$ cat config.mk
export PLATFORM = sky130hd
export DESIGN_NAME = ref_sideband_fwd
export DESIGN_NICKNAME = d
export VERILOG_FILES = /design/src/hw/ref_pkg.sv /design/src/hw/ref_sideband_fwd.sv
export SDC_FILE = /design/constraint.sdc
export NUM_CORES = 1
export LEC_CHECK = 0
export ABC_AREA = 1
export BUFFER_PORTS_ARGS = -buffer_cell sky130_fd_sc_hd__buf_2
export CAP_MARGIN = 20
export CORE_AREA = 2 2 325 327
export CTS_CLUSTER_DIAMETER = 150
export CTS_CLUSTER_SIZE = 24
export DETAILED_ROUTE_END_ITERATION = 7
export DIE_AREA = 0 0 327 329
export PLACE_DENSITY = 0.31
export SLEW_MARGIN = 20
export SYNTH_ARGS = -nofsm -noshare
export SYNTH_HDL_FRONTEND = slang
export SYNTH_SLANG_ARGS = --single-unit
$ cat constraint.sdc
create_clock -name clk -period 0.8 [get_ports clk]
set_input_delay 0.04 -clock clk [delete_from_list [all_inputs] [get_ports clk]]
set_output_delay 0.04 -clock clk [all_outputs]
set_load 0.005 [all_outputs]
$ cat src/hw/ref_pkg.sv
package ref_pkg;

  // pixel and line geometry
  localparam int PIX_W = 8;
  localparam int LINE_PIX = 16;
  localparam int LINE_W = LINE_PIX * PIX_W;

  // reference line storage
  localparam int REF_DEPTH = 4096;
  localparam int ADDR_W = $clog2(REF_DEPTH);

  // lines between two vertically adjacent picture rows
  localparam int ROW_STRIDE = 16;

  // fetch window, 9x9 pixels around a 4x4 block
  localparam int WIN = 9;
  localparam int WIN_ABOVE = 2;
  localparam int WIN_W = WIN * PIX_W;

  // pixel position of the block inside its line
  localparam int POS_W = 4;

  // sideband fields
  localparam int MV_W = 11;
  localparam int SUBBLK = 16;
  localparam int FRAC_W = 5;
  localparam int CUR_N = 4;
  localparam int CUR_ADDR_W = 13;

  // one reference line
  // raw view for storage, lane view for pixel alignment
  // lane k occupies bits 8k+7 down to 8k, lane 15 is the first pixel
  typedef union packed {
    logic [LINE_W-1:0] raw;
    logic [LINE_PIX-1:0][PIX_W-1:0] lane;
  } ref_line_t;

endpackage

$ cat src/hw/ref_sideband_fwd.sv
`timescale 1ns/1ps

module ref_sideband_fwd (
  input  logic                                 clk,
  input  logic                                 rst_n,
  input  logic                                 export_data_ref,
  input  logic [ref_pkg::CUR_ADDR_W-1:0]       cur_addr_in [ref_pkg::CUR_N],
  output logic [ref_pkg::CUR_ADDR_W-1:0]       cur_addr_out [ref_pkg::CUR_N],
  input  logic signed [ref_pkg::MV_W-1:0]      mv_x_in [ref_pkg::SUBBLK],
  input  logic signed [ref_pkg::MV_W-1:0]      mv_y_in [ref_pkg::SUBBLK],
  output logic signed [ref_pkg::MV_W-1:0]      mv_x_out [ref_pkg::SUBBLK],
  output logic signed [ref_pkg::MV_W-1:0]      mv_y_out [ref_pkg::SUBBLK],
  input  logic [ref_pkg::FRAC_W-1:0]           frac_x_in,
  input  logic [ref_pkg::FRAC_W-1:0]           frac_y_in,
  output logic [ref_pkg::FRAC_W-1:0]           frac_x_out,
  output logic [ref_pkg::FRAC_W-1:0]           frac_y_out,
  input  logic                                 enab_prof_in,
  output logic                                 enab_prof_out
);

  // block addresses and refinement enable
  always_ff @(posedge clk or negedge rst_n)
  begin
    if (!rst_n)
    begin
      cur_addr_out  <= '{default: '0};
      enab_prof_out <= 1'b0;
    end
    else if (export_data_ref)
    begin
      cur_addr_out  <= cur_addr_in;
      enab_prof_out <= enab_prof_in;
    end
  end

  // per sub-block motion vectors
  always_ff @(posedge clk or negedge rst_n)
  begin
    if (!rst_n)
    begin
      mv_x_out <= '{default: '0};
      mv_y_out <= '{default: '0};
    end
    else if (export_data_ref)
    begin
      mv_x_out <= mv_x_in;
      mv_y_out <= mv_y_in;
    end
  end

  // fractional parts, needed later by the interpolation filter
  always_ff @(posedge clk or negedge rst_n)
  begin
    if (!rst_n)
    begin
      frac_x_out <= '0;
      frac_y_out <= '0;
    end
    else if (export_data_ref)
    begin
      frac_x_out <= frac_x_in;
      frac_y_out <= frac_y_in;
    end
  end

endmodule

==> impl_metrics.yaml <==
grt:
  grt_pass1_wl_um: 104000
  grt_usage_pct: 12.3
  grt_pass1_vias: 17407
  antenna_found_initial: 5
  grt_remaining_overflow: 0
  grt_max_degree: 47
worst_setup_path:
  end_kind: "primary output"
  arrival_ns: 1.19
  critPathRequiredTime_ns: 0.76
  critPathMaxFanout: 2
  setup.worst_path.class: "flop to primary output"
  start_kind: "flop"
  critPathBufInv: 1
  crit_path_cell_trace: "buf_6"
  crit_path_max_incr_delay_ns: 0.47
  crit_path_top_delay_cell: "dfrtp_2"
  path_delay_family: "flip-flops"
route:
  wire_per_inst_um: 15.4
  via_per_inst: 3.59
  drt_iter0_markers: 665
  drt-pass1-iter-count: 6
  drc: 0
  routed_wl_um: 70700
  ant_nets: 0
  num_vias: 16508
finish:
  drive_above_1_share_pct: 35.1
  finalNonFillerCells: 4596
  nets: 3620
  layout_common_cells: "1231 x nand2_1, 738 x buf_2, 429 x dlygate4sd3_1"
  syn_to_final_growth_pct: 85.9
  final_common_cell: "nand2_1"
clock_network:
  cts_tree: "yes"
  htreeDepth: 1
  clk_latency_ns: 0.56
  cts_made_buffers: 21
  root_buffer: "clkbuf_16"
  clk_transition_reported_paths_ns: 0.11
  clk_path_buf_depth: 3
  clock-sinks: 415
sta:
  setup_viol: 458
  worst_slack_ns: -0.428
  max_clock_freq_mhz: 814
  clock_skew_ns: 0
  slew_violations: 0
  holdWs_ns: 0.0117
  layout_min_cycle_time_ns: 1.23
  period_share_pct: 154
  setup_tns_ns: -143.14
  worst_pin_slew_ns: 0.629
  final_hold_viol_count: 0
  rsz0062_at_grt: "yes"
  relSlewSlack_pct: 58.0
power:
  ir_drop_uv: 1060
  p_leak_nw: 15.8
  total_power_mw: 46.9
  p_per_area_nw_per_um2: 1620
synthesis:
  synth_xor_area_share_pct: 0
  yosysWarningCount: 0
  synth_area_um2: 15500
  syn_avg_cell_area_um2: 8.86
  synth_cell_types: 6
  synth-seq-cells: 415
  synth_fa_ha_area_share_pct: 0
  synth_top_family_by_area: "simple AND/OR/NAND/NOR gates"
  synthCells: 1752
  syn_nets: 2170
  yosysSeqAreaShare_pct: 66.9
  synth_compound_area_share_pct: 0
  synthSimpleGateAreaFrac_pct: 30.1
  muxShareOfSynthArea_pct: 0
floorplanning:
  die_x_um: 327
  die_y_um: 329
  die_area_um2: 108000
  core_area_um2: 104000
  start_util_pct: 14.9
  io_pins: 833
  num_rows: 119
flow_run:
  drv_cap: 0
hold_path:
  hp-class: "primary input to async pin"
placed_design:
  place.gp.congestion: 0.835
  hpwlAfterDp_um: 53100
  dp_cells: 3962
  numPortBuffers: 832
outcome:
  violations: "negative setup slack"
  status: "complete, but fails checks"
flip-flops by register name (all words and copies together) (netlist names):
signal and cells:
mv_x_out 176, mv_y_out 176, cur_addr_out 52, frac_x_out 5
frac_y_out 5, enab_prof_out 1
Yosys cell counts, drive strengths merged:
master / count / area [um2]
dfrtp: 415 / 10400
clkbuf: 11 / 41.3
buf: 80 / 418
inv: 1 / 3.75
nand2: 1245 / 4670
layout make-up:
type	instances	area, um2
Inverter	1	11.3
Fill cell	11401	75500
Antenna cell	3	7.51
Sequential cell	415	10400
Timing Repair Buffer	1518	11500
Clock inverter	1	16.3
Tap cell	1391	1740
Multi-Input combinational cell	1245	4710
Clock buffer	22	529
path summary, 6_finish.rpt:
path	startpoint	to	slack [ns]	cells after the start
worst max-delay path	mv_y_out[142]	mv_y_out[142]	-0.43	1
worst min-delay path	rst_n	mv_y_out[106]	0.01	3
worst max register to register	mv_x_out[3]	mv_x_out[3]	-0.07	4
worst min register to register	cur_addr_out[4]	cur_addr_out[4]	0.47	2
max in group asynchronous	rst_n	mv_x_out[144]	0.26	4
min in group clk	export_data_ref	mv_y_out[31]	0.05	5
stage by stage:
step | util (%) | worst slack (ns) | cell area [um2]
after floorplan | - | 0.0931 | 15500
after global placement | 21.1 | -0.148 | 22000
after detailed placement | 21.1 | -0.165 | 22000
after CTS | 26.7 | -0.508 | 27900
after global routing | 27.6 | -0.514 | 28900
final | 27.6 | -0.428 | 28900
routing by layer:
layer  track usage [%]  up-vias  wire length [um]
met1              14.6     7761             28800
met5                 0        -                18
li1                  -     8113                 -
met4              2.85        4              1390
met3              3.52       61              5460
met2              21.9      569             35100
repair_timing:
item,CTS,global route
hold endpoints to repair,830,47
setup endpoints to repair,415,441
pin swaps,0,3
resized for setup,85,51
hold buffers,426,9
setup buffers,87,92
power by group:
group          switching (mW)  internal [mW]  leakage (nW)
Clock                    7.35           4.81         0.267
Combinational            4.75           6.04          10.4
Sequential               1.12           22.8          5.05
Total                    13.2           33.7          15.8
cell families (layout without fill, tap and decap cells):
family        count (synthesis)  in the layout
simple gates               1245           1245
buf+inv                      92           1542
other cells                   0              3
flops                       415            415
(Power assumes the default switching activity.)
